$ cat config.mk
export PLATFORM = sky130hd
export DESIGN_NAME = conv_kernel_mem
export DESIGN_NICKNAME = d
export VERILOG_FILES = /design/src/hw/conv_pkg.sv /design/src/hw/conv_kernel_mem.sv
export SDC_FILE = /design/constraint.sdc
export NUM_CORES = 1
export LEC_CHECK = 0
export ABC_AREA = 1
export BUFFER_PORTS_ARGS = -buffer_cell sky130_fd_sc_hd__buf_4
export CAP_MARGIN = 20
export CORE_MARGIN = 2
export CORE_UTILIZATION = 32
export DETAILED_ROUTE_END_ITERATION = 6
export PLACE_DENSITY = 0.59
export SETUP_SLACK_MARGIN = 0.05
export SLEW_MARGIN = 20
export SYNTH_ARGS = -nofsm -noshare
export SYNTH_HDL_FRONTEND = slang
export SYNTH_SLANG_ARGS = --single-unit
$ cat constraint.sdc
create_clock -name clk_i -period 1.9 [get_ports clk_i]
set_clock_uncertainty 0.1 [all_clocks]
set_input_delay 0 -clock clk_i [delete_from_list [all_inputs] [get_ports clk_i]]
set_output_delay 0 -clock clk_i [all_outputs]
set_load 0.01 [all_outputs]
$ cat src/hw/conv_pkg.sv
`default_nettype none

package conv_pkg;

    // word format shared by data, weights and results
    localparam int CONV_WORD_W = 16;
    // fractional bits of the Q4.12 format
    localparam int CONV_FRAC_W = 12;
    // accumulator width with headroom for all products plus the bias
    localparam int CONV_ACC_W = 40;

    // frame geometry
    localparam int CONV_H = 8;
    localparam int CONV_KH = 3;
    // kernel width equals the number of input columns
    localparam int CONV_KW = 2;
    localparam int CONV_N_OUT = CONV_H - CONV_KH + 1;
    localparam int CONV_N_WORDS = CONV_H * CONV_KW;

    // kernel store addressing, weight slots first and the bias last
    localparam int CONV_BIAS_ADDR = CONV_KH * CONV_KW;
    localparam int CONV_WADDR_W = $clog2(CONV_KH * CONV_KW + 1);

    // index widths, kept at one bit at least
    localparam int CONV_ROW_W = (CONV_H > 1) ? $clog2(CONV_H) : 1;
    localparam int CONV_COL_W = (CONV_KW > 1) ? $clog2(CONV_KW) : 1;
    localparam int CONV_OUT_W = (CONV_N_OUT > 1) ? $clog2(CONV_N_OUT) : 1;

    // half an lsb of the result, added before the shift for round half up
    localparam logic signed [CONV_ACC_W-1:0] CONV_RND = 1 <<< (CONV_FRAC_W - 1);
    // result clamp limits at accumulator width
    localparam logic signed [CONV_ACC_W-1:0] CONV_SAT_MAX = (1 <<< (CONV_WORD_W - 1)) - 1;
    localparam logic signed [CONV_ACC_W-1:0] CONV_SAT_MIN = -(1 <<< (CONV_WORD_W - 1));

endpackage

`default_nettype wire

$ cat src/hw/conv_kernel_mem.sv
`timescale 1ns/1ps
`default_nettype none

module conv_kernel_mem (
    input  logic                                clk_i,
    input  logic                                reset_i,
    input  logic                                wen_i,
    input  logic [conv_pkg::CONV_WADDR_W-1:0]   waddr_i,
    input  logic [conv_pkg::CONV_WORD_W-1:0]    wdata_i,
    input  logic [conv_pkg::CONV_COL_W-1:0]     col_i,
    output logic [conv_pkg::CONV_KH*conv_pkg::CONV_WORD_W-1:0] weights_o,
    output logic [conv_pkg::CONV_WORD_W-1:0]    bias_o
);
    import conv_pkg::*;

    // weight slot c*KH + r holds column c, kernel row r
    logic [CONV_WORD_W-1:0] weight_r [CONV_KH*CONV_KW];
    logic [CONV_WORD_W-1:0] bias_r;

    // single write port, one word per cycle
    always_ff @(posedge clk_i) begin
        if (reset_i) begin
            for (int i = 0; i < CONV_KH * CONV_KW; i++) begin
                weight_r[i] <= '0;
            end
            bias_r <= '0;
        end else if (wen_i) begin
            if (waddr_i == CONV_WADDR_W'(CONV_BIAS_ADDR)) begin
                bias_r <= wdata_i;
            end else if (waddr_i < CONV_WADDR_W'(CONV_BIAS_ADDR)) begin
                weight_r[waddr_i] <= wdata_i;
            end
            // addresses past the bias slot are dropped
        end
    end

    // whole column out at once, so one accepted word reaches all its taps
    always_comb begin
        for (int k = 0; k < CONV_KH; k++) begin
            weights_o[k*CONV_WORD_W +: CONV_WORD_W] = weight_r[int'(col_i) * CONV_KH + k];
        end
    end

    assign bias_o = bias_r;

endmodule

`default_nettype wire

==> run metrics, run 1 <==
Crit. End Element flop; ant diodes 0; CP Data Required Time 2.05 ns; WL final 11,240 um; I/O Buffers 86; fraction of layout cells with a size suffix above 1 0.3540; CTS sink cnt 112; I/O Pins 87; HP Class primary input to flop; Final Cycle Share 0.6993; clock slew at the register clock pins of the worst setup and hold paths 0.07 ns; Yosys cell types 19; Die Y 126.3 um; Clock Tree Root clkbuf_16; total gr overflow 0; reg-to-reg endpoint bias_o[14]$_SDFFE_PP0P_; internal power 4.197 mW; CTS resizes 0; TritonCTS clock tree built; Setup violations, final 0; critical path, cell by cell dlygate4sd3_1 -> buf_4 -> inv_1 -> nand3_1 -> dlygate4sd3_1 -> nand2_1 -> nor2_1; Via density 4.504; Starting Density 0.3280; Min-Delay Endpoint bias_o[2]$_SDFFE_PP0P_; Final nets 535; sum of negative setup slack 0 ns; area delta synth->final 29.11%; Critical Path AT 1.48 ns; Num CTS Buffers 9; worst slew pin tran 0.6774 ns; placed wire-length estimate 7836 um; H-tree Lvls 3; crit path max fanout 2; wire per inst 16.04 um; combinational share of power 0.129; sequential-to-total area share from yosys stat 0.6695; clock power share 0.346; core region area 14,590 um^2; Post-Route M1 WL 4986 um; HP Start waddr_i[0]; Die Footprint 15,950 um^2; DR WL met2 5565 um; vias 3,157; postcts setup bufs 0; CTS Hold Bufs 17; synthesized area 4785 um^2; CP Launch Type primary input; initial antenna violation count 0; sw power 1.278 mW; first-pass GRT wire length 17,280 um; clk_lat worst skew 0.34 ns; Worst R2R Start bias_o[14]$_SDFFE_PP0P_; GRT Total Usage 0.1426; hold path cells 5; Leak 2.578 nW; Routed Antenna Nets 0; Die X 126.3 um; top routing layer used met4; Avg Cell Area, Syn 12.05 um^2; number of synthesized register bits 112; Worst Reg2Reg Path Length in Cells 2; GPL Wtd Cong 0.7901; outcome finished, final reports clean; # rows 44; vias in the first global route 3,238; Synth Warn # 0; Initial DRC Count 259; crit path time final 1.329 ns; Max-Slew Margin vs Limit 0.5479; Sw Ratio 0.2334; CP max-delay cell dlygate4sd3_1; Final Hold Fails 0; fmax 752.6 MHz; number of max-cap violations 0; Met3 Wirelength 511 um; largest net degree at the start of global routing 24; Cells after Synth 397; most used cell, CP dlygate4sd3_1; Cells after DPL 668; syn nets 420; Pwr per Cell Area 886.2 nW/um^2; DR DRC count 0; RSZ-0062 raised after global routing no; Peak VDD IR 455.9 uV; R2R Setup Slk 1.19 ns; CP Class primary input to flop; Slew Limit Fails 0; fin cells 701; sequential share of power 0.526; number of detailed-route iterations in the first pass 4; slowest cell delay on critical path 0.58 ns; clk buf depth 2
registers in the layout (all words and copies together), names as in the netlist:
| register | count |
|---|---|
| weight_r | 96 |
| bias_o | 16 |
power groups by stage:
stage,Clock [mW],Combinational (mW),Sequential (mW)
2_1_floorplan,0,0.339,2.92
3_3_place_gp,0,0.680,2.93
3_5_place_dp,0,0.687,2.93
4_1_cts,1.92,0.716,2.88
5_1_grt,2.01,0.757,2.89
6_report,1.89,0.704,2.88
per-layer routing:
| layer | track usage | up-vias |
|---|---|---|
| li1 | - | 1540 |
| met2 | 0.2448 | 81 |
| met1 | 0.1756 | 1524 |
| met5 | 0 | - |
| met3 | 0.03526 | 12 |
| met4 | 0.04848 | 0 |
synthesized netlist by cell type:
library cell	count	share of area
nor2_1	115	0.090
edfxtp_1	96	0.60
mux2_2	48	0.11
inv_1	37	0.029
nand2_1	33	0.026
dfxtp_1	16	0.067
nand3_1	16	0.017
buf_2	13	0.014
nand2_4	10	0.024
clkbuf_1	2	0.0016
nand2_2	2	0.0026
nor2_2	2	0.0026
a21oi_1	1	0.0010
buf_8	1	0.0031
inv_2	1	0.00078
nand3_2	1	0.0021
nand4_1	1	0.0013
nor2_4	1	0.0024
o21ai_0	1	0.0010
layout by cell type, fill, tap and decap left out:
| cell | Yosys | routed |
|---|---|---|
| a21oi_1 | 1 | 1 |
| buf_12 | 0 | 1 |
| buf_4 | 0 | 102 |
| bufinv_16 | 0 | 1 |
| clkbuf_1 | 2 | 1 |
| clkbuf_16 | 0 | 9 |
| clkinv_2 | 0 | 2 |
| clkinvlp_4 | 0 | 1 |
| dfxtp_1 | 16 | 16 |
| dlygate4sd3_1 | 0 | 17 |
| edfxtp_1 | 96 | 96 |
| inv_1 | 37 | 37 |
| inv_2 | 1 | 1 |
| inv_6 | 0 | 2 |
| mux2_2 | 48 | 48 |
| nand2_1 | 33 | 33 |
| nand2_2 | 2 | 2 |
| nand2_4 | 10 | 10 |
| nand3_1 | 16 | 16 |
| nand3_2 | 1 | 1 |
| nand4_1 | 1 | 1 |
| nor2_1 | 115 | 115 |
| nor2_2 | 2 | 2 |
| nor2_4 | 1 | 1 |
| o21ai_1 | 0 | 1 |
critical path: cells and delay by family:
kind	cells	cell delay (ns)
buffers and inverters	4	1.31
AND/OR/NAND/NOR	3	0.15
cells by family after synthesis:
group	count (synthesis)	synth area share
simple gates	181	0.1674
compound gates	2	0.002090
mux	48	0.1130
buf+inv	54	0.04811
flops	112	0.6695
final cells by class:
type	count	area [um^2]
Multi-Input combinational cell	231	1351
Clock buffer	10	229.0
Tap cell	184	230.2
Timing Repair Buffer	120	955.9
Sequential cell	112	3203
Fill cell	1380	8412
Clock inverter	6	65.06
Inverter	38	142.6
worst max-delay path by stage:
| stage | start | to | slack [ns] | depth (start not counted) |
|---|---|---|---|---|
| floorplan | waddr_i[0] | weight_r[4][0]$_SDFFCE_PN0P_ | 0.35 | 3 |
| global placement | waddr_i[1] | weight_r[2][7]$_SDFFCE_PN0P_ | 0.49 | 7 |
| detailed placement | waddr_i[2] | weight_r[0][7]$_SDFFCE_PN0P_ | 0.44 | 7 |
| CTS | wdata_i[15] | bias_o[15]$_SDFFE_PP0P_ | 0.59 | 7 |
| global route | wen_i | bias_o[15]$_SDFFE_PP0P_ | 0.48 | 7 |
| finish | wdata_i[15] | bias_o[15]$_SDFFE_PP0P_ | 0.57 | 7 |
per-stage QoR:
step	hold slack, ns	utilization	setup WS [ns]	power [mW]	cell area (um^2)
floorplan	0.06266	-	0.3512	3.262	4785
global placement	0.2366	0.3916	0.4899	3.607	5713
detailed placement	0.2450	0.3916	0.4412	3.621	5713
CTS	0.01363	0.4234	0.5883	5.512	6177
global route	0.04185	0.4234	0.4778	5.662	6177
finish	0.02082	0.4234	0.5713	5.474	6177
No activity file was read; power rests on OpenSTA's default activity.
==> inputs of run 2 (changes only) <==
clock period = 1.12 ns   (was 1.9 ns; I/O delays follow)
==> run metrics, run 2 (synthesized netlist as in run 1, its figures left out) <==
most common cell after layout, fill and taps aside nor2_1; vias in the first global route 3,331; sum of negative setup slack -4.808 ns; crit path time final 1.259 ns; GPL Wtd Cong 0.7775; clk buf depth 2; GRT Total Usage 0.1453; wire per inst 15.75 um; vias 3,228; setup ws final -0.1390 ns; DR DRC count 0; worst slew pin tran 0.3466 ns; # rows 44; HP Start waddr_i[1]; Critical Path AT 1.16 ns; initial antenna violation count 0; Num CTS Buffers 9; area delta synth->final 42.10%; CP max-delay cell edfxtp_1; core region area 14,590 um^2; fmax 794.3 MHz; Largest Register weight_r; Peak VDD IR 732.6 uV; Final Hold Fails 0; CP Launch Type flop; outcome finished with violations; Die Footprint 15,950 um^2; R2R Setup Slk 0.42 ns; clock slew at the register clock pins of the worst setup and hold paths 0.07 ns; postcts setup bufs 0; Setup violations, final 48; total gr overflow 0; max reg flops 96; RSZ-0062 raised after global routing yes; HP Class primary input to flop; Worst R2R Start bias_o[5]$_SDFFE_PP0P_; fraction of layout cells with a size suffix above 1 0.3824; TritonCTS clock tree built; number of max-cap violations 0; Clock Tree Root clkbuf_16; slowest cell delay on critical path 0.40 ns; hold path cells 4; crit path max fanout 1; ant diodes 0; Crit. End Element primary output; Worst Reg2Reg Path Length in Cells 2; first-pass GRT wire length 17,740 um; Initial DRC Count 210; violated checks negative setup slack; I/O Buffers 86; hold slack 0.04171 ns; H-tree Lvls 3; Die X 126.3 um; CTS sink cnt 112; Max-Slew Margin vs Limit 0.7689; Slew Limit Fails 0; Routed Antenna Nets 0; largest net degree at the start of global routing 28; WL final 11,130 um; critical path, cell by cell mux2_4 -> buf_6; Die Y 126.3 um; reg-to-reg endpoint bias_o[5]$_SDFFE_PP0P_; CP Data Required Time 1.02 ns; I/O Pins 87; Final nets 542; number of detailed-route iterations in the first pass 4; fin cells 707; clk_lat worst skew 0.34 ns; Starting Density 0.3280; Pwr per Cell Area 1475 nW/um^2; dpl ws -0.1279 ns; Final Cycle Share 1.124; commonest cells after routing, fill and taps aside nor2_1 (113), edfxtp_1 (96), buf_4 (54), mux2_4 (48), buf_6 (48); Leak 2.935 nW; Min-Delay Endpoint weight_r[1][15]$_SDFFCE_PN0P_; Cells after DPL 676; Via density 4.566; placed wire-length estimate 7631 um; CP Class flop to primary output
run 2: report_power, final:
| group | total, mW | internal, mW | switching, mW |
|---|---|---|---|
| logic | 1.53 | 0.836 | 0.690 |
| clock network | 3.60 | 2.19 | 1.41 |
| registers | 4.90 | 4.81 | 0.0858 |
run 2: final cells by class:
class	count	area, um^2
well taps	184	230.2
fillers	1272	7790
clock inverters	6	115.1
inverters	38	142.6
clock buffers	9	225.2
flip-flops and latches	112	3203
repair buffers	127	1286
multi-input cells	231	1597
run 2: worst max-delay path by stage:
stage | startpoint | to | depth (start not counted)
2_1_floorplan | reset_i | weight_r[0][0]$_SDFFCE_PN0P_ | 6
3_3_place_gp | waddr_i[0] | weight_r[3][12]$_SDFFCE_PN0P_ | 6
3_5_place_dp | waddr_i[0] | weight_r[3][2]$_SDFFCE_PN0P_ | 6
4_1_cts | weight_r[1][2]$_SDFFCE_PN0P_ | weights_o[18] | 2
5_1_grt | weight_r[2][14]$_SDFFCE_PN0P_ | weights_o[46] | 2
6_report | weight_r[0][12]$_SDFFCE_PN0P_ | weights_o[12] | 2
run 2: critical path: cells and delay by family (launching register included):
family / cells / cell delay [ns]
DFF: 1 / 0.40
buffers and inverters: 1 / 0.12
muxes: 1 / 0.29
run 2: metal layers:
metal  global-route usage  vias to the layer above  routed length, um
met4              0.04137                        0                149
li1                     -                     1552                  -
met5                    0                        -                  0
met1               0.1825                     1584               4658
met2               0.2479                       84               5746
met3              0.03823                        8                579
run 2: per-stage QoR:
| step | cell area (um^2) | total power [mW] | util |
|---|---|---|---|
| after floorplan | 4857 | 5.559 | - |
| after global placement | 5938 | 6.206 | 0.4070 |
| after detailed placement | 5938 | 6.225 | 0.4070 |
| after CTS | 6780 | 10.10 | 0.4648 |
| after global routing | 6799 | 10.41 | 0.4660 |
| final | 6799 | 10.03 | 0.4660 |
run 2: what timing repair did:
action,in CTS,in global routing
cloned,0,0
resized for setup,91,5
hold endpoints to repair,79,0
endpoints found under the setup margin,48,48
hold buffers,16,0
