===== src/hw/conv_pkg.sv =====
`default_nettype none

package conv_pkg;

    // word format shared by data, weights and results
    localparam int CONV_WORD_W = 16;
    // fractional bits of the Q4.12 format
    localparam int CONV_FRAC_W = 12;
    // accumulator width with headroom for all products plus the bias
    localparam int CONV_ACC_W = 40;

    // frame geometry
    localparam int CONV_H = 8;
    localparam int CONV_KH = 3;
    // kernel width equals the number of input columns
    localparam int CONV_KW = 2;
    localparam int CONV_N_OUT = CONV_H - CONV_KH + 1;
    localparam int CONV_N_WORDS = CONV_H * CONV_KW;

    // kernel store addressing, weight slots first and the bias last
    localparam int CONV_BIAS_ADDR = CONV_KH * CONV_KW;
    localparam int CONV_WADDR_W = $clog2(CONV_KH * CONV_KW + 1);

    // index widths, kept at one bit at least
    localparam int CONV_ROW_W = (CONV_H > 1) ? $clog2(CONV_H) : 1;
    localparam int CONV_COL_W = (CONV_KW > 1) ? $clog2(CONV_KW) : 1;
    localparam int CONV_OUT_W = (CONV_N_OUT > 1) ? $clog2(CONV_N_OUT) : 1;

    // half an lsb of the result, added before the shift for round half up
    localparam logic signed [CONV_ACC_W-1:0] CONV_RND = 1 <<< (CONV_FRAC_W - 1);
    // result clamp limits at accumulator width
    localparam logic signed [CONV_ACC_W-1:0] CONV_SAT_MAX = (1 <<< (CONV_WORD_W - 1)) - 1;
    localparam logic signed [CONV_ACC_W-1:0] CONV_SAT_MIN = -(1 <<< (CONV_WORD_W - 1));

endpackage

`default_nettype wire


===== src/hw/conv_result.sv =====
`timescale 1ns/1ps
`default_nettype none

module conv_result (
    input  logic                                             clk_i,
    input  logic                                             reset_i,
    input  logic                                             drain_start_i,
    input  logic                                             ready_i,
    input  logic [conv_pkg::CONV_N_OUT*conv_pkg::CONV_ACC_W-1:0] acc_i,
    input  logic [conv_pkg::CONV_WORD_W-1:0]                 bias_i,
    output logic                                             valid_o,
    output logic                                             drain_done_o,
    output logic [conv_pkg::CONV_WORD_W-1:0]                 data_o
);
    import conv_pkg::*;

    logic                          active_r;
    logic [CONV_OUT_W-1:0]         idx_r;
    logic                          xfer;
    logic                          idx_last;
    logic signed [CONV_ACC_W-1:0]  acc_sel;
    logic signed [CONV_ACC_W-1:0]  bias_ext;
    logic signed [CONV_ACC_W-1:0]  sum;
    logic signed [CONV_ACC_W-1:0]  shifted;

    assign xfer = active_r && ready_i;
    assign idx_last = (idx_r == CONV_OUT_W'(CONV_N_OUT - 1));

    // drain flag and result index
    always_ff @(posedge clk_i) begin
        if (reset_i) begin
            active_r <= 1'b0;
            idx_r <= '0;
        end else if (drain_start_i) begin
            active_r <= 1'b1;
            idx_r <= '0;
        end else if (xfer) begin
            if (idx_last) begin
                active_r <= 1'b0;
                idx_r <= '0;
            end else begin
                idx_r <= idx_r + 1'b1;
            end
        end
    end

    // selected accumulator, Q8.24 at accumulator width
    assign acc_sel = acc_i[int'(idx_r)*CONV_ACC_W +: CONV_ACC_W];
    // bias moved up to 24 fractional bits
    assign bias_ext = $signed(bias_i);
    assign sum = acc_sel + (bias_ext <<< CONV_FRAC_W) + CONV_RND;
    // back to 12 fractional bits, floor after the half lsb gives round half up
    assign shifted = sum >>> CONV_FRAC_W;

    // clamp into Q4.12
    always_comb begin
        if (shifted > CONV_SAT_MAX) begin
            data_o = CONV_SAT_MAX[CONV_WORD_W-1:0];
        end else if (shifted < CONV_SAT_MIN) begin
            data_o = CONV_SAT_MIN[CONV_WORD_W-1:0];
        end else begin
            data_o = shifted[CONV_WORD_W-1:0];
        end
    end

    assign valid_o = active_r;
    // tells the sequencer the frame is finished
    assign drain_done_o = xfer && idx_last;

endmodule

`default_nettype wire


===== config.mk =====
export PLATFORM = sky130hd
export DESIGN_NAME = conv_result
export DESIGN_NICKNAME = d
export VERILOG_FILES = /design/src/hw/conv_pkg.sv /design/src/hw/conv_result.sv
export SDC_FILE = /design/constraint.sdc
export NUM_CORES = 1
export LEC_CHECK = 0
export BUFFER_PORTS_ARGS = -buffer_cell sky130_fd_sc_hd__buf_2
export CAP_MARGIN = 20
export CORE_AREA = 2 2 108 110
export CTS_BUF_LIST = sky130_fd_sc_hd__clkbuf_2 sky130_fd_sc_hd__clkbuf_4 sky130_fd_sc_hd__clkbuf_8
export CTS_CLUSTER_SIZE = 24
export DETAILED_ROUTE_END_ITERATION = 12
export DIE_AREA = 0 0 110 112
export MAX_ROUTING_LAYER = met4
export PLACE_DENSITY = 0.67
export RECOVER_POWER = 50
export SLEW_MARGIN = 20
export SYNTH_ARGS = -nofsm -noshare
export SYNTH_HDL_FRONTEND = slang
export SYNTH_SLANG_ARGS = --single-unit

===== constraint.sdc =====
create_clock -name clk_i -period 10.7 [get_ports clk_i]
set_input_delay 2.14 -clock clk_i [delete_from_list [all_inputs] [get_ports clk_i]]
set_output_delay 2.14 -clock clk_i [all_outputs]
set_load 0.005 [all_outputs]

==> results of run 1 <==
[where the power goes]
| part | internal, W | leakage (nW) | switching (W) |
|---|---|---|---|
| logic | 0.000119 | 2.00 | 0.000144 |
| clock network | 0.0000282 | 0.0262 | 0.0000105 |
| registers | 0.0000153 | 0.0334 | 0.000000820 |
| total | 0.000162 | 2.06 | 0.000155 |
[per-stage QoR]
step / cell area [µm²] / hold slack [ps] / cells / util
6_report: 4670 / 537 / 774 / 0.418
3_5_place_dp: 4640 / 536 / 769 / 0.415
5_1_grt: 4670 / 567 / 773 / 0.418
4_1_cts: 4680 / 541 / 773 / 0.419
3_3_place_gp: 4640 / 489 / 769 / 0.415
2_1_floorplan: 3550 / 490 / 440 / -
[critical path, cell delays in order]
cell,delay (ps)
buf_2,100
mux4_2,470
nand2_1,110
o21ai_0,170
fa_1,480
a21o_1,230
a221oi_1,580
o211ai_1,240
o211ai_1,270
nor3b_1,90
a211o_1,310
or3_4,410
o31ai_4,690
a21oi_1,190
buf_2,190
[Yosys cell counts (all sizes together), types with 2 or more instances]
cell type / instances / area share
a21oi: 60 / 0.097
nand2: 58 / 0.063
o21ai: 46 / 0.065
mux2i: 33 / 0.093
mux4: 28 / 0.18
ha: 27 / 0.095
nor2: 19 / 0.020
buf: 18 / 0.038
xor2: 14 / 0.035
nand4: 10 / 0.019
xnor2: 10 / 0.025
clkbuf: 9 / 0.0095
nor3: 9 / 0.015
inv: 8 / 0.0085
a21o: 7 / 0.015
o21a: 6 / 0.013
nand2b: 5 / 0.0088
nand3: 5 / 0.0070
o211ai: 5 / 0.015
o31ai: 5 / 0.014
a211oi: 4 / 0.0099
and3: 4 / 0.0070
dfxtp: 4 / 0.023
a31oi: 3 / 0.0053
nor3b: 3 / 0.0063
o21bai: 3 / 0.0063
o22ai: 3 / 0.0088
a2111oi: 2 / 0.012
a211o: 2 / 0.0049
a21boi: 2 / 0.0042
and2: 2 / 0.0035
nor2b: 2 / 0.0035
nor4: 2 / 0.0053
o2111ai: 2 / 0.0049
or3: 2 / 0.0049
or4: 2 / 0.0053
[layer usage]
metal	vias to the layer above	routed length, µm
li1	2093	-
met1	1942	6110
met2	173	6180
met3	16	1020
met4	0	239
met5	-	0
[worst paths after layout]
| kind | slack (ps) | cells past startpoint | startpoint | end |
|---|---|---|---|---|
| worst max-delay path | 1890 | 15 | acc_i[132] | data_o[2] |
| worst min-delay path | 540 | 2 | valid_o | valid_o |
| worst min register to register | 540 | 2 | valid_o | valid_o |
| worst max register to register | 9010 | 4 | idx_r[1] | valid_o |
[layout make-up]
class                           instances  area [µm²]  share of cell area
Multi-Input combinational cell        401        3260               0.698
Inverter                                8        30.0             0.00643
Timing Repair Buffer                  213        1070               0.229
Clock buffer                            4        48.8              0.0105
Sequential cell                         4        83.8              0.0180
Antenna cell                            1        2.50            0.000536
Tap cell                              143         179              0.0383
[state kept, by name (all words and copies together), names as in the netlist]
name     cells
valid_o      1
idx_r        3
[kinds of logic (layout without fill, tap and decap cells)]
group / after synthesis / after routing
muxes: 62 / 62
adders and majority gates: 28 / 28
DFF: 4 / 4
AOI/OAI and AO/OA: 159 / 159
and+or+nand+nor: 128 / 128
xor gates and xnor gates: 24 / 24
buffers and inverters: 35 / 225
other: 0 / 1
==> results.toml, run 1 <==
[outcome]
status = "finished, final reports clean"

[pwr]
vdd_drop_max_v = 0.0000595
power_w = 0.000318
p_leak_nw = 2.06
powerDensity_nw_per_um2 = 68.0

[floorplanning]
core.rowCount = 39
io_pins = 278
initial_core_util = 0.318
fp.dieH_um = 112
fp.coreArea_um2 = 11200
dieWidth_um = 110
die-area_um2 = 12300

[min_path]
hp-class = "flip-flop to flip-flop"

[logic_synthesis]
synth_compound_area_frac = 0.303
synth_top_family_by_area = "compound AO/OA/AOI/OAI gates"
synthAdderAreaFrac = 0.101
yosysSeqAreaShare = 0.0225
synth_ff_type = "dfxtp_1"
synth_seq_cells = 4
syn-mean-instance-area_um2 = 8.07
synth_xor_area_frac = 0.0592
synthMuxAreaShare = 0.274
ys_types = 71
syn_inst = 440
yosys.area_share.simple = 0.184
synth_nets = 728
synthArstFlopShare = 0
yosysWarnings = 0
syn_area_um2 = 3550
synth_edf_count = 0

[run]
max_cap_viol_count = 0

[timing]
fin_ws_ps = 1890
fin_tns_setup_ps = 0
min_period_over_period = 0.824
relSlewSlack = 0.332
setup_viol = 0
worst_slew_pin_slew_ps = 1000
rsz0062_at_grt = "no"
finClkSkew_ps = 5.56
fin_crit_ps = 8810
max_freq_mhz = 113
hold_violations = 0
drv_slew = 0

[global_routing]
antenna_found_initial = 0
grt_pass1_vias = 4316
grt_pass1_wl_um = 21500
use_met3 = 0.0211
gr-usage-all-layers = 0.225
busiest_layer = "met2"
gr-total-overflow = 0
met2_usage = 0.354
grtUsageMet1 = 0.312
grt_max_degree = 53

[setup_path]
crit_type = "input port to primary output"
cp-end-kind = "primary output"
critPathArrivalTime_ps = 6670
critPathMaxFanout = 15
start_kind = "input port"
worstPathRequired_ps = 8560

[detailed_routing]
wl_um = 13500
vias = 4224
wire_per_inst_um = 17.5
drt-vias-per-instance = 5.46
antenna_left = 0
post-route-drc-count = 0
drt-initial-drc-count = 287
dr.pass1.iters = 4

[cts]
cts_root_buf = "clkbuf_8"
postCtsSetupRepairBufs = 0
cts_max_level = 1
ctsResizeCount = 0
hold_buffers = 0
cts.clk_slew.worst_paths_ps = 40
clock_latency_ps = 230
cts_sinks = 4
cts_made_buffers = 3
cts_tree = "built"
clockBufferDepth = 2

[cells_and_area]
layout-area-overhead-vs-synth_pct = 31.5
layout_commonest_cell = "buf_2"
finalNetCount = 919
nFillCells = 1165
layout_common_cells = "buf_2 (208), nand2_1 (56), a21oi_1 (48)"
drive_gt1_frac = 0.448

[placed_design]
dpl.hpwl_um = 11800
finalWeightedCongestion = 0.942
port_buffers = 211
pre_cts_slack_ps = 2150
(Power assumes the default switching activity.)
==> run 2, diff against run 1 <==
--- a/config.mk
+++ b/config.mk
@@ -5,15 +5,16 @@
 export SDC_FILE = /design/constraint.sdc
 export NUM_CORES = 1
 export LEC_CHECK = 0
+export ABC_AREA = 1
 export BUFFER_PORTS_ARGS = -buffer_cell sky130_fd_sc_hd__buf_2
 export CAP_MARGIN = 20
-export CORE_AREA = 2 2 108 110
+export CORE_AREA = 2 2 109 111
 export CTS_BUF_LIST = sky130_fd_sc_hd__clkbuf_2 sky130_fd_sc_hd__clkbuf_4 sky130_fd_sc_hd__clkbuf_8
 export CTS_CLUSTER_SIZE = 24
 export DETAILED_ROUTE_END_ITERATION = 12
-export DIE_AREA = 0 0 110 112
+export DIE_AREA = 0 0 111 113
 export MAX_ROUTING_LAYER = met4
-export PLACE_DENSITY = 0.67
+export PLACE_DENSITY = 0.68
 export RECOVER_POWER = 50
 export SLEW_MARGIN = 20
 export SYNTH_ARGS = -nofsm -noshare
==> constraint.sdc (replaced) <==
create_clock -name clk_i -period 8.5 [get_ports clk_i]
set_input_delay 1.7 -clock clk_i [delete_from_list [all_inputs] [get_ports clk_i]]
set_output_delay 1.7 -clock clk_i [all_outputs]
set_load 0.005 [all_outputs]
==> run 2 against run 1 <==
Effect of this change: final area increased by 5.0%; sequential power is 22% higher; largest power group unchanged; first-iteration DRC count rose by 39%; global-route usage up 1.3 points; non-clock buffer count increased by 2; clock skew fell by 5.4 ps; combinational power is 29% higher; die area rose by 1.8%.
==> results.toml, run 2 <==
[cts]
cts_max_level = 1
clock_latency_ps = 220
ctsResizeCount = 0
cts_tree = "built"
cts_made_buffers = 3
clockBufferDepth = 2
cts_root_buf = "clkbuf_8"
postCtsSetupRepairBufs = 0
hold_buffers = 0
cts_sinks = 4
cts.clk_slew.worst_paths_ps = 30

[pwr]
powerDensity_nw_per_um2 = 81.3
p_leak_nw = 2.62
vdd_drop_max_v = 0.0000584
power_w = 0.000399

[logic_synthesis]
syn_area_um2 = 3740
synthMostInstantiatedCell = "nand2_1"
yosysSeqAreaShare = 0.0214
synth_ff_type = "dfxtp_1"
synth_edf_count = 0
synth_nets = 1026
synthArstFlopShare = 0
syn_inst = 738
yosys-top-cells-area = "nand2_1 (21%), o21ai_0 (12%), nor2_1 (10%)"
synth_seq_cells = 4
synth_top_area_frac = 0.210
synth_top_cell_by_area = "nand2_1"
syn-mean-instance-area_um2 = 5.07
synthTopCellsByCount = "nand2_1 (209), nor2_1 (101), o21ai_0 (93), inv_1 (63), nand3_1 (51)"
synthAdderAreaFrac = 0.0956
yosysWarnings = 0
synth_xor_area_frac = 0.0374
yosys.area_share.simple = 0.483
synthMuxAreaShare = 0
ys_types = 34
synth_top_family_by_area = "simple AND/OR/NAND/NOR gates"
synth_compound_area_frac = 0.254

[cells_and_area]
fin_util = 0.435
largest-register = "idx_r"
largest_register_ff_count = 3
multi_input_comb_area_um2 = 3250
finalNetCount = 1215
area.sequential_um2 = 80.1
fin_area_um2 = 4900
n_antenna_cell = 0
layout-area-overhead-vs-synth_pct = 30.9
layout_commonest_cell = "nand2_1"
drive_gt1_frac = 0.279
layout_common_cells = "nand2_1 (211), buf_2 (209), nor2_1 (100)"
nFillCells = 1323

[global_routing]
grt_max_degree = 62
grt_pass1_wl_um = 24100
grt_pass1_vias = 5097
gr-usage-all-layers = 0.238
gr-total-overflow = 0
antenna_found_initial = 0

[floorplanning]
io_pins = 278
die-area_um2 = 12500
core.rowCount = 39
fp.coreArea_um2 = 11300
fp.dieH_um = 113
initial_core_util = 0.332
dieWidth_um = 111

[setup_path]
start_kind = "flip-flop"
worstPathRequired_ps = 6800
cp_top_family = "buffers and inverters"
cp_common_cell = "nand2_1"
regToRegStartpoint = "idx_r[0]"
slowest_delay_ps = 1050
critPathMaxFanout = 61
critPathArrivalTime_ps = 5430
crit_chain = "buf_4 -> inv_1 -> clkbuf_1 -> o21ai_0 -> o21ai_0 -> ha_1 -> a21oi_1 -> o21ai_0 -> nand2_1 -> nand2_1 -> inv_2 -> nand2_1 -> nand2_1 -> nand3_1 -> nand2_1 -> nand3_1 -> nor2_1 -> nand3_2 -> nand2_4 -> nand2_1 -> nand2_2 -> buf_2"
cp.buffers_inverters = 5
crit_type = "flip-flop to primary output"
slowest_stage = "inv_1"
cp-end-kind = "primary output"
startpoint = "idx_r[0]"

[detailed_routing]
antenna_left = 0
drt-vias-per-instance = 5.12
vias = 5469
wl_um = 15100
wire_per_inst_um = 14.1
dr.pass1.iters = 5
drt-initial-drc-count = 400
post-route-drc-count = 0

[timing]
relSlewSlack = 0.0951
fin_crit_ps = 7130
hold_violations = 0
finClkSkew_ps = 0.181
max_freq_mhz = 140
rsz0062_at_grt = "no"
worst_slew_pin_slew_ps = 1360
min_period_over_period = 0.839
setup_viol = 0
fin_tns_setup_ps = 0
drv_slew = 0

[outcome]
status = "finished, final reports clean"

[placed_design]
finalWeightedCongestion = 0.971
dpl.hpwl_um = 12800
port_buffers = 211
postPlaceCellArea_um2 = 4870

[min_path]
hp-class = "flip-flop to flip-flop"
min-delay-start = "idx_r[2]"

[run]
max_cap_viol_count = 0
-- run 2: power by group --
| group | leakage [nW] | total, W | internal, W | switching (W) |
|---|---|---|---|---|
| combinational | 2.57 | 0.000338 | 0.000137 | 0.000201 |
| sequential | 0.0326 | 0.0000197 | 0.0000194 | 0.000000317 |
| clock | 0.0216 | 0.0000410 | 0.0000303 | 0.0000107 |
-- run 2: worst paths after layout --
path                     end  slack [ps]  depth (start not counted)
setup / recovery  data_o[12]        1370                         22
hold / removal      idx_r[2]         500                          2
setup reg to reg    idx_r[1]        5450                          7
hold reg to reg     idx_r[2]         500                          2
-- run 2: worst register-to-register path, stage by stage, from the launching register on --
cell      delay [ps]
dfxtp_1          290
buf_4            270
inv_1           1070
clkbuf_1         700
nor2_1           110
inv_1            180
o21ai_0          140
nor3b_1          200
-- run 2: cell families after synthesis --
logic type                 count (synthesis)
AOI/OAI and AO/OA                        170
xor gates and xnor gates                  16
adders and majority gates                 28
buffers and inverters                    102
DFF                                        4
and+or+nand+nor                          418
-- run 2: routing by layer --
metal | wire length [µm] | part of all wire | track usage
met1 | 7180 | 0.47 | 0.327
met2 | 6630 | 0.44 | 0.386
met3 | 1000 | 0.066 | 0.0214
met4 | 299 | 0.020 | 0.0433
met5 | 0 | 0 | -
-- run 2: final cells by class --
type,count,area share
multi-input combinational,632,0.664
timing repair buffer,215,0.221
inverter,71,0.0544
tap,143,0.0365
sequential,4,0.0163
clock buffer,3,0.00842
-- run 2: through the flow --
step	worst slack, ps	cells	hold slack (ps)
6_report	1370	1068	497
5_1_grt	894	1068	529
3_3_place_gp	2130	1065	471
4_1_cts	2130	1068	499
2_1_floorplan	2980	738	473
3_5_place_dp	2120	1065	496
