File: src/hw/conv_pkg.sv
`default_nettype none

package conv_pkg;

    // word format shared by data, weights and results
    localparam int CONV_WORD_W = 16;
    // fractional bits of the Q4.12 format
    localparam int CONV_FRAC_W = 12;
    // accumulator width with headroom for all products plus the bias
    localparam int CONV_ACC_W = 40;

    // frame geometry
    localparam int CONV_H = 8;
    localparam int CONV_KH = 3;
    // kernel width equals the number of input columns
    localparam int CONV_KW = 2;
    localparam int CONV_N_OUT = CONV_H - CONV_KH + 1;
    localparam int CONV_N_WORDS = CONV_H * CONV_KW;

    // kernel store addressing, weight slots first and the bias last
    localparam int CONV_BIAS_ADDR = CONV_KH * CONV_KW;
    localparam int CONV_WADDR_W = $clog2(CONV_KH * CONV_KW + 1);

    // index widths, kept at one bit at least
    localparam int CONV_ROW_W = (CONV_H > 1) ? $clog2(CONV_H) : 1;
    localparam int CONV_COL_W = (CONV_KW > 1) ? $clog2(CONV_KW) : 1;
    localparam int CONV_OUT_W = (CONV_N_OUT > 1) ? $clog2(CONV_N_OUT) : 1;

    // half an lsb of the result, added before the shift for round half up
    localparam logic signed [CONV_ACC_W-1:0] CONV_RND = 1 <<< (CONV_FRAC_W - 1);
    // result clamp limits at accumulator width
    localparam logic signed [CONV_ACC_W-1:0] CONV_SAT_MAX = (1 <<< (CONV_WORD_W - 1)) - 1;
    localparam logic signed [CONV_ACC_W-1:0] CONV_SAT_MIN = -(1 <<< (CONV_WORD_W - 1));

endpackage

`default_nettype wire

File: src/hw/conv_ctrl.sv
`timescale 1ns/1ps
`default_nettype none

module conv_ctrl (
    input  logic                              clk_i,
    input  logic                              reset_i,
    input  logic                              start_i,
    input  logic                              valid_i,
    output logic                              yumi_o,
    output logic                              busy_o,
    output logic                              sample_o,
    output logic                              clear_o,
    output logic                              drain_start_o,
    output logic [conv_pkg::CONV_ROW_W-1:0]   row_o,
    output logic [conv_pkg::CONV_COL_W-1:0]   col_o,
    input  logic                              drain_done_i
);
    import conv_pkg::*;

    // idle waits for start, clear zeroes the accumulators,
    // load takes the frame, drain waits for the result side
    enum logic [1:0] {
        S_IDLE  = 2'b00,
        S_CLEAR = 2'b01,
        S_LOAD  = 2'b11,
        S_DRAIN = 2'b10
    } state_r, state_n;

    // position of the word currently offered on the input
    logic [CONV_ROW_W-1:0] row_r;
    logic [CONV_COL_W-1:0] col_r;

    logic load_en;
    logic accept;
    logic row_last;
    logic col_last;
    logic frame_last;

    // the clear cycle may already accept, the first word lands on zeroed sums
    assign load_en = (state_r == S_CLEAR) || (state_r == S_LOAD);

    // demanding handshake, consume whatever is valid while loading
    assign yumi_o = load_en && valid_i;
    assign accept = yumi_o;

    assign row_last = (row_r == CONV_ROW_W'(CONV_H - 1));
    assign col_last = (col_r == CONV_COL_W'(CONV_KW - 1));
    // bottom word of the last column closes the frame
    assign frame_last = accept && row_last && col_last;

    // next state
    always_comb begin
        state_n = state_r;
        case (state_r)
            S_IDLE: begin
                // start only counts here
                if (start_i) begin
                    state_n = S_CLEAR;
                end
            end
            S_CLEAR: begin
                if (frame_last) begin
                    state_n = S_DRAIN;
                end else begin
                    state_n = S_LOAD;
                end
            end
            S_LOAD: begin
                if (frame_last) begin
                    state_n = S_DRAIN;
                end
            end
            S_DRAIN: begin
                // result side has sent its last word
                if (drain_done_i) begin
                    state_n = S_IDLE;
                end
            end
            default: begin
                state_n = S_IDLE;
            end
        endcase
    end

    always_ff @(posedge clk_i) begin
        if (reset_i) begin
            state_r <= S_IDLE;
        end else begin
            state_r <= state_n;
        end
    end

    // row steps first, column steps when a column is complete
    always_ff @(posedge clk_i) begin
        if (reset_i || (state_r == S_IDLE)) begin
            row_r <= '0;
            col_r <= '0;
        end else if (accept) begin
            if (row_last) begin
                row_r <= '0;
                if (col_last) begin
                    col_r <= '0;
                end else begin
                    col_r <= col_r + 1'b1;
                end
            end else begin
                row_r <= row_r + 1'b1;
            end
        end
    end

    assign sample_o = accept;
    assign row_o = row_r;
    assign col_o = col_r;
    // one cycle, right after start
    assign clear_o = (state_r == S_CLEAR);
    assign drain_start_o = frame_last;
    // high from the cycle after start until the drain is done
    assign busy_o = (state_r != S_IDLE);

endmodule

`default_nettype wire

File: config.mk
export PLATFORM = sky130hd
export DESIGN_NAME = conv_ctrl
export DESIGN_NICKNAME = d
export VERILOG_FILES = /design/src/hw/conv_pkg.sv /design/src/hw/conv_ctrl.sv
export SDC_FILE = /design/constraint.sdc
export NUM_CORES = 1
export LEC_CHECK = 0
export BUFFER_PORTS_ARGS = -buffer_cell sky130_fd_sc_hd__clkbuf_2
export CAP_MARGIN = 20
export CORE_AREA = 5 5 42 44
export CTS_BUF_LIST = sky130_fd_sc_hd__clkbuf_16
export DETAILED_ROUTE_END_ITERATION = 7
export DIE_AREA = 0 0 47 49
export HOLD_SLACK_MARGIN = 0.02
export PLACE_DENSITY_LB_ADDON = 0.1
export SYNTH_ARGS = -nofsm -noshare
export SYNTH_HDL_FRONTEND = slang
export SYNTH_SLANG_ARGS = --single-unit
export TNS_END_PERCENT = 10
File: constraint.sdc
create_clock -name clk_i -period 1.4 [get_ports clk_i]
set_clock_uncertainty 0.05 [all_clocks]
set_input_delay 0.35 -clock clk_i [delete_from_list [all_inputs] [get_ports clk_i]]
set_output_delay 0.35 -clock clk_i [all_outputs]
set_load 0.02 [all_outputs]
==> run metrics, run 1 <==
root cell of the clock tree clkbuf_16; drt drc 0; via count 293; Reg area 126 sq um; crit-path max cell delay 340 ps; first-pass GRT wire length 1.31 mm; total track usage 8.59%; DP HPWL 608 microns; crit share post-route 111%; 1st-iter DRT viols 0; Power Dens Cells 1340 mW/mm^2; post-route antenna net violation count 0; I/O Buffers 13; Synth cell types 17; Hold Slack 265 ps; status finished, violations left; H-Tree Depth 1; hold_buf cts 0; Worst-Skew Late Latency 230 ps; type of the worst min-delay path input port to flop; Worst-path clk slew 30 ps; r2r setup slk 160 ps; yosys warns 0; worst-path cell chain ha_4 -> ha_4 -> nand2_4 -> nor2_4 -> buf_8; drt wl/cell 11.7 microns; FMAX 645 MHz; initial antenna violation count 0; Fin. Hold Viols 0; Die Wd 47 microns; # diodes 0; pin count of the biggest net entering global routing 9; hold path depth 2; Worst Hold Path EP state_r[1]; PnR worst setup slack -150 ps; num rows 14; Bufs on Longest Clock Path 2; cts bufs inserted 3; total power 0.000725 W; DP Worst Slack -3.68 ps; final setup vio count 1; GPL Wtd Cong 0.739; Syn Nets 41; worst-path maximum fanout 2; reg-to-reg startpoint row_o[1]; register bit total from synthesis 6; Cell Area, Synth 300 sq um; peak supply drop 0.000684 V; GRT busiest layer met2; Crit path arrival time 1150 ps; Gate Count Post-Synth 34; Worst slew margin 88.3%; routed wire length 805 microns; Hold Crit Start reset_i; Core Footprint 0.00140 sq mm; Layout Nets 62; number of fill cells 158; DR vias/cell 4.25; met3 Usage GRT 3.69%; IO Count 14; global routing usage on met1 9.43%; vias in the first global route 304; Worst Path Required 1000 ps; max_cap viols 0; mean area per synthesized cell 8.83 sq um; path depth of the worst reg2reg path 6; crit path capture type primary output; slew at the pin closest to its max-slew limit 175 ps; Area Growth Syn to Fin 80.8%; fin. max-slew vios 0; Worst setup SP type flop; CTS sink cnt 6; kind of critical path flop to primary output; static leakage power 0.262 nW; met2 usage 11.5%; post-layout minimum cycle time 1550 ps; Initial Utilization 21.4%; cell mode on critical path ha_4; Multi-input gate area 199 sq um; DRT Pass-1 Iters 1; CTS tree yes; reg-to-reg endpoint col_o; Overflow after GRT 0; Crit-path slowest cell dfxtp_2; die height 49 microns; Die Footprint 0.00230 sq mm; failing checks setup timing; share of cells above drive strength 1 62.3%; Seq/Total Area, Yosys 40.0%; RSZ-0062 raised after global routing yes
## kinds of logic (layout without fill, tap and decap cells)
group / Yosys count / count (layout) / share of synthesized area, %
xor+xnor: 1 / 1 / 2.92
buf+inv: 4 / 23 / 6.25
fa+ha+maj: 2 / 2 / 8.33
flops: 6 / 6 / 40.0
simple gates: 16 / 16 / 30.0
mux: 1 / 1 / 3.33
compound gates: 4 / 4 / 9.17
## sequential cells by signal, indices dropped and copies added (netlist names)
name	flops
row_o	3
col_o	1
state_r	2
## routing by layer
metal / wire length (microns) / vias to the layer above
met1: 329 / 128
met4: 36 / 0
met2: 358 / 12
li1: - / 149
met5: 0 / -
met3: 81 / 4
## cells in the mapped netlist
library cell / instances / area share [%]
a21oi_1: 2 / 3.3
a21oi_2: 2 / 5.8
buf_4: 1 / 2.5
dfxtp_1: 6 / 40
ha_1: 2 / 8.3
inv_1: 3 / 3.7
mux2i_1: 1 / 3.3
nand2_1: 3 / 3.7
nand2_2: 1 / 2.1
nand2b_4: 1 / 4.6
nand3_1: 3 / 5.0
nor2_1: 3 / 3.7
nor2_2: 2 / 4.2
nor2b_1: 1 / 2.1
nor3_1: 1 / 1.7
or2_4: 1 / 2.9
xor2_1: 1 / 2.9
## cell usage in the layout, fill, tap and decap left out, drive strengths merged
master / instances
a21oi: 4
buf: 7
clkbuf: 13
dfxtp: 6
ha: 2
inv: 3
mux2i: 1
nand2: 4
nand2b: 1
nand3: 3
nor2: 5
nor2b: 1
nor3: 1
or2: 1
xor2: 1
## power breakdown
group | switching, W | internal, W
registers | 0.00000830 | 0.000178
logic | 0.0000388 | 0.0000328
clock network | 0.000101 | 0.000367
## worst max-delay path by stage
stage / from / cells after the start / to
after CTS: row_o[0] / 5 / drain_start_o
after global placement: row_o[0] / 5 / drain_start_o
after floorplan: row_o[0] / 4 / drain_start_o
after global routing: row_o[1] / 5 / drain_start_o
after detailed placement: row_o[1] / 5 / drain_start_o
final: row_o[1] / 5 / drain_start_o
## stage by stage
step,instance area [sq um],util [%],std cells,TNS [ps]
2_1_floorplan,308,-,34,0
3_3_place_gp,408,29.1,65,0
3_5_place_dp,408,29.1,65,-3.68
4_1_cts,528,37.7,69,-155
5_1_grt,543,38.8,69,-208
6_report,543,38.8,69,-150
## repair_timing
item	in CTS	in global routing
pin swaps	0	2
buffers inserted	1	0
endpoints found under the setup margin	5	5
resized for setup	8	7
## worst max-delay path: cells and delay by family, from the launching register on
kind,cells,cell delay (ps)
adder cells (fa/ha/maj),2,280
flip-flops,1,340
buffers and inverters,1,120
AND/OR/NAND/NOR,2,180
## area by class of cell
class / count / area share, %
multi-input combinational: 24 / 36.6
sequential: 6 / 23.3
timing repair buffer: 17 / 20.5
clock buffer: 3 / 13.8
tap: 16 / 3.69
inverter: 3 / 2.07
Power figures use the tool's default switching activity.
==> run 2: changes to the inputs <==
--- a/config.mk
+++ b/config.mk
@@ -5,12 +5,14 @@
 export SDC_FILE = /design/constraint.sdc
 export NUM_CORES = 1
 export LEC_CHECK = 0
-export BUFFER_PORTS_ARGS = -buffer_cell sky130_fd_sc_hd__clkbuf_2
+export BUFFER_PORTS_ARGS = -buffer_cell sky130_fd_sc_hd__buf_2
 export CAP_MARGIN = 20
-export CORE_AREA = 5 5 42 44
+export CELL_PAD_IN_SITES_DETAIL_PLACEMENT = 1
+export CELL_PAD_IN_SITES_GLOBAL_PLACEMENT = 2
+export CORE_MARGIN = 5
+export CORE_UTILIZATION = 22
 export CTS_BUF_LIST = sky130_fd_sc_hd__clkbuf_16
 export DETAILED_ROUTE_END_ITERATION = 7
-export DIE_AREA = 0 0 47 49
 export HOLD_SLACK_MARGIN = 0.02
 export PLACE_DENSITY_LB_ADDON = 0.1
 export SYNTH_ARGS = -nofsm -noshare
==> run 2 against run 1 <==
Against the previous run: the run still ends with setup timing left; register-to-register slack worse by 130 ps; first-iteration DRC count increased by 1; fmax increased by 2.3%; routed wire length is 12% higher; design area is 0.46% higher; critical path depth unchanged; worst hold slack better by 8.6 ps; combinational power grew 2%; global-route usage increased by 1.9 points; via count rose by 2.0%; non-clock buffer count rose by 1; sequential power barely moved.
==> run metrics, run 2 (synthesis results as in run 1) <==
status finished, violations left; failing checks setup timing; post-route antenna net violation count 0; cts bufs inserted 3; drt drc 0; CTS tree yes; Final TNS setup -116 ps; GPL Wtd Cong 0.692; placed inst area 407 sq um; drt wl/cell 13.1 microns; kind of critical path flop to primary output; routed wl met3 66 microns; Worst-path clk slew 30 ps; CTS sink cnt 6; via count 299; Layout Nets 63; total track usage 10.5%; cell mode on critical path ha_4; max reg flops 3; type of the worst min-delay path input port to flop; r2r setup slk 30 ps; DRT Pass-1 Iters 4; crit-path max cell delay 340 ps; peak supply drop 0.000661 V; slew at the pin closest to its max-slew limit 144 ps; static leakage power 0.270 nW; DR vias/cell 4.33; initial antenna violation count 0; die height 46.9 microns; first-pass GRT wire length 1.50 mm; WL met2 486 microns; Crit path arrival time 1120 ps; root cell of the clock tree clkbuf_16; share of cells above drive strength 1 63.0%; Power Dens Cells 1320 mW/mm^2; routed wire length 902 microns; RSZ-0062 raised after global routing yes; crit path capture type primary output; num rows 13; Crit-path slowest cell dfxtp_2; Core Footprint 0.00130 sq mm; Worst Path Required 1000 ps; Die Footprint 0.00220 sq mm; DR top layer met4; Overflow after GRT 0; I/O Buffers 13; crit share post-route 108%; fin. max-slew vios 0; IO Count 14; post-layout minimum cycle time 1520 ps; Die Wd 46.9 microns; Initial Utilization 23.1%; Worst setup SP type flop; Fin. Hold Viols 0; vias in the first global route 327; cell family with most CP delay flip-flops; Design Area, Final 546 sq um; PnR worst setup slack -116 ps; commonest non-fill, non-tap cell in the layout buf_2; worst-path maximum fanout 2; DP HPWL 669 microns; CP Buf/Inv Count 1; max_cap viols 0; worst-path cell chain ha_4 -> ha_4 -> nand2_4 -> nor2_4 -> buf_6; Area Growth Syn to Fin 81.7%; Bufs on Longest Clock Path 2; DRT met1 WL 340 microns; Hold Slack 274 ps; number of fill cells 161; final setup vio count 1; Worst-Skew Late Latency 230 ps; Worst slew margin 90.1%; FMAX 660 MHz; 1st-iter DRT viols 1; H-Tree Depth 1; pin count of the biggest net entering global routing 9; most frequent cells in the layout 11 x buf_2, 5 x buf_4; # diodes 0
[run 2: changes by cell type in the layout (fill, tap and decap cells not counted), sizes merged]
cell,change
clkbuf,-10
buf,+11
[run 2: path summary, 6_finish.rpt]
check,start,endpoint,cells after the start
max,row_o[0],drain_start_o,5
min,reset_i,state_r[1],2
max reg2reg,row_o[0],col_o,7
min reg2reg,row_o[2],row_o[2],2
[run 2: area by class of cell]
cell class	count	area (sq um)	area share, %
Timing Repair Buffer	18	115	21.1
Inverter	3	11.3	2.06
Tap cell	15	18.8	3.44
Clock buffer	3	75.1	13.8
Multi-Input combinational cell	24	199	36.5
Sequential cell	6	126	23.2
[run 2: stage by stage]
stage | std cells | setup WS [ps] | total power (W) | util, %
after floorplan | 34 | 34.0 | 0.000231 | -
after global placement | 64 | 16.6 | 0.000255 | 31.3
after detailed placement | 64 | 16.5 | 0.000256 | 31.3
after CTS | 68 | -151 | 0.000734 | 40.9
after global routing | 69 | -161 | 0.000748 | 41.9
final | 69 | -116 | 0.000722 | 41.9
[run 2: where the power goes]
part / internal (W) / switching (W) / leakage (nW)
logic: 0.0000328 / 0.0000403 / 0.183
registers: 0.000178 / 0.00000902 / 0.0504
clock network: 0.000366 / 0.0000954 / 0.0370
total: 0.000577 / 0.000145 / 0.270
[run 2: what timing repair did]
action                                  4_1_cts  5_1_grt
cloned                                        0        0
hold buffers                                  0        0
pin swaps                                     1        1
resized for setup                            10        2
endpoints found under the setup margin        5        5
buffers inserted                              1        1
[run 2: metal layers]
| metal | global-route usage (%) | up-vias |
|---|---|---|
| met5 | 0 | - |
| met2 | 18.2 | 7 |
| li1 | - | 151 |
| met3 | 5.75 | 2 |
| met4 | 4.97 | 0 |
| met1 | 10.0 | 139 |
==> run 3: changes to the inputs <==
--- a/config.mk
+++ b/config.mk
@@ -11,7 +11,6 @@
 export CELL_PAD_IN_SITES_GLOBAL_PLACEMENT = 2
 export CORE_MARGIN = 5
 export CORE_UTILIZATION = 22
-export CTS_BUF_LIST = sky130_fd_sc_hd__clkbuf_16
 export DETAILED_ROUTE_END_ITERATION = 7
 export HOLD_SLACK_MARGIN = 0.02
 export PLACE_DENSITY_LB_ADDON = 0.1
==> run 3 against run 2 <==
Against the previous run: the run still ends with setup timing left; fmax is 0.83% lower; count of clock-buffer cells in the layout stayed put; worst hold slack worse by 26 ps; critical endpoint unchanged; largest power group is now registers; highest routed layer unchanged.
==> run metrics, run 3 (synthesis results as in run 1) <==
cts bufs inserted 3; kind of critical path flop to primary output; CP Buf/Inv Count 1; max reg flops 3; total track usage 10.0%; post-route antenna net violation count 0; Sw Ratio 27.2%; vias in the first global route 322; first-pass GRT wire length 1.49 mm; Crit path arrival time 1130 ps; cell family with most CP delay flip-flops; reg-to-reg endpoint col_o; peak supply drop 0.000356 V; pin count of the biggest net entering global routing 9; crit path capture type primary output; I/O Buffers 13; slew at the pin closest to its max-slew limit 132 ps; max_cap viols 0; Final Util 39.2%; number of fill cells 167; Overflow after GRT 0; Final TNS setup -142 ps; reg-to-reg startpoint row_o[1]; Die Footprint 0.00220 sq mm; Hold Slack 248 ps; routed wire length 883 microns; path depth of the worst reg2reg path 7; H-Tree Depth 1; total power 0.000425 W; crit-path max cell delay 350 ps; CTS sink cnt 6; Worst setup SP type flop; CTS tree yes; RSZ-0062 raised after global routing yes; Area Growth Syn to Fin 70.0%; num rows 13; Die Wd 46.9 microns; most frequent cells in the layout 8 x buf_2, 8 x buf_4; 1st-iter DRT viols 1; hold path depth 2; DP HPWL 669 microns; fin. max-slew vios 0; Core Footprint 0.00130 sq mm; hold_buf cts 0; status finished, violations left; r2r setup slk 30 ps; share of total power in the clock network 38.2%; Sw Pwr 0.000116 W; Worst slew margin 90.9%; Hold Crit Start reset_i; drt wl/cell 12.8 microns; worst-path maximum fanout 2; DR vias/cell 4.48; final setup vio count 2; Initial Utilization 23.1%; Design Area, Final 510 sq um; Layout Nets 63; IO Count 14; post-layout minimum cycle time 1530 ps; power share of the combinational group 18.3%; failing checks setup timing; DRT Pass-1 Iters 2; worst-path cell chain ha_4 -> ha_4 -> nand2_4 -> nor2_4 -> buf_6; GPL Wtd Cong 0.692; # diodes 0; via count 309; die height 46.9 microns; Worst-Skew Late Latency 250 ps; power share of the sequential group 43.5%; placed inst area 407 sq um; type of the worst min-delay path input port to flop; share of cells above drive strength 1 64.8%; PnR worst setup slack -128 ps; drt drc 0; Bufs on Longest Clock Path 2; Fin. Hold Viols 0; root cell of the clock tree clkbuf_4; Power Dens Cells 833 mW/mm^2; FMAX 654 MHz; static leakage power 0.255 nW; Worst Hold Path EP state_r[0]; initial antenna violation count 0; Worst-path clk slew 50 ps; Worst Path Required 1000 ps; crit share post-route 109%; Crit-path slowest cell dfxtp_4; cell mode on critical path ha_4; Pint 0.000310 W
## run 3: layer usage
| metal | routed length (microns) | part of all wire [%] | up-vias | track usage, % |
|---|---|---|---|---|
| li1 | - | - | 151 | - |
| met4 | 4 | 0.45 | 0 | 3.31 |
| met1 | 319 | 36 | 149 | 11.2 |
| met3 | 64 | 7.2 | 2 | 5.75 |
| met5 | 0 | 0 | - | 0 |
| met2 | 495 | 56 | 7 | 16.0 |
## run 3: through the flow
stage,std cells,worst slack [ps]
6_report,69,-128
5_1_grt,69,-194
4_1_cts,68,-177
3_5_place_dp,64,16.5
3_3_place_gp,64,16.6
2_1_floorplan,34,34.0
## run 3: worst max-delay path by stage
stage                        start             to  slack, ps  depth (start not counted)
after detailed placement  row_o[0]  drain_start_o         20                          5
after floorplan           row_o[0]  drain_start_o         30                          4
after global placement    row_o[0]  drain_start_o         20                          5
after CTS                 row_o[0]  drain_start_o       -180                          5
after global routing      row_o[1]  drain_start_o       -190                          5
final                     row_o[1]  drain_start_o       -130                          5
## run 3: what timing repair did
action	4_1_cts	5_1_grt
gates cloned	0	0
endpoints found under the setup margin	5	5
setup buffers	1	1
resized for setup	12	6
pin swaps	1	2
## run 3: area by class of cell
cell class              instances  area (sq um)  share of cell area, %
flip-flops and latches          6           129                   25.2
inverters                       3          11.3                   2.21
multi-input cells              24           206                   40.4
well taps                      15          18.8                   3.68
repair buffers                 18           123                   24.0
clock buffers                   3          22.5                   4.41
## run 3: worst reg2reg max path, stage by stage (launching register included)
cell and delay [ps]:
dfxtp_4 350, ha_4 160, ha_4 160, buf_4 130, buf_4 130, nand3_1 90
xor2_1 180, nor2_2 40
## run 3: power by group through the flow
stage	Combinational [W]	Clock (W)	Sequential, W
floorplan	0.0000429	0	0.000188
global placement	0.0000667	0	0.000188
detailed placement	0.0000682	0	0.000188
CTS	0.0000738	0.000174	0.000185
global route	0.0000845	0.000179	0.000186
finish	0.0000779	0.000163	0.000185
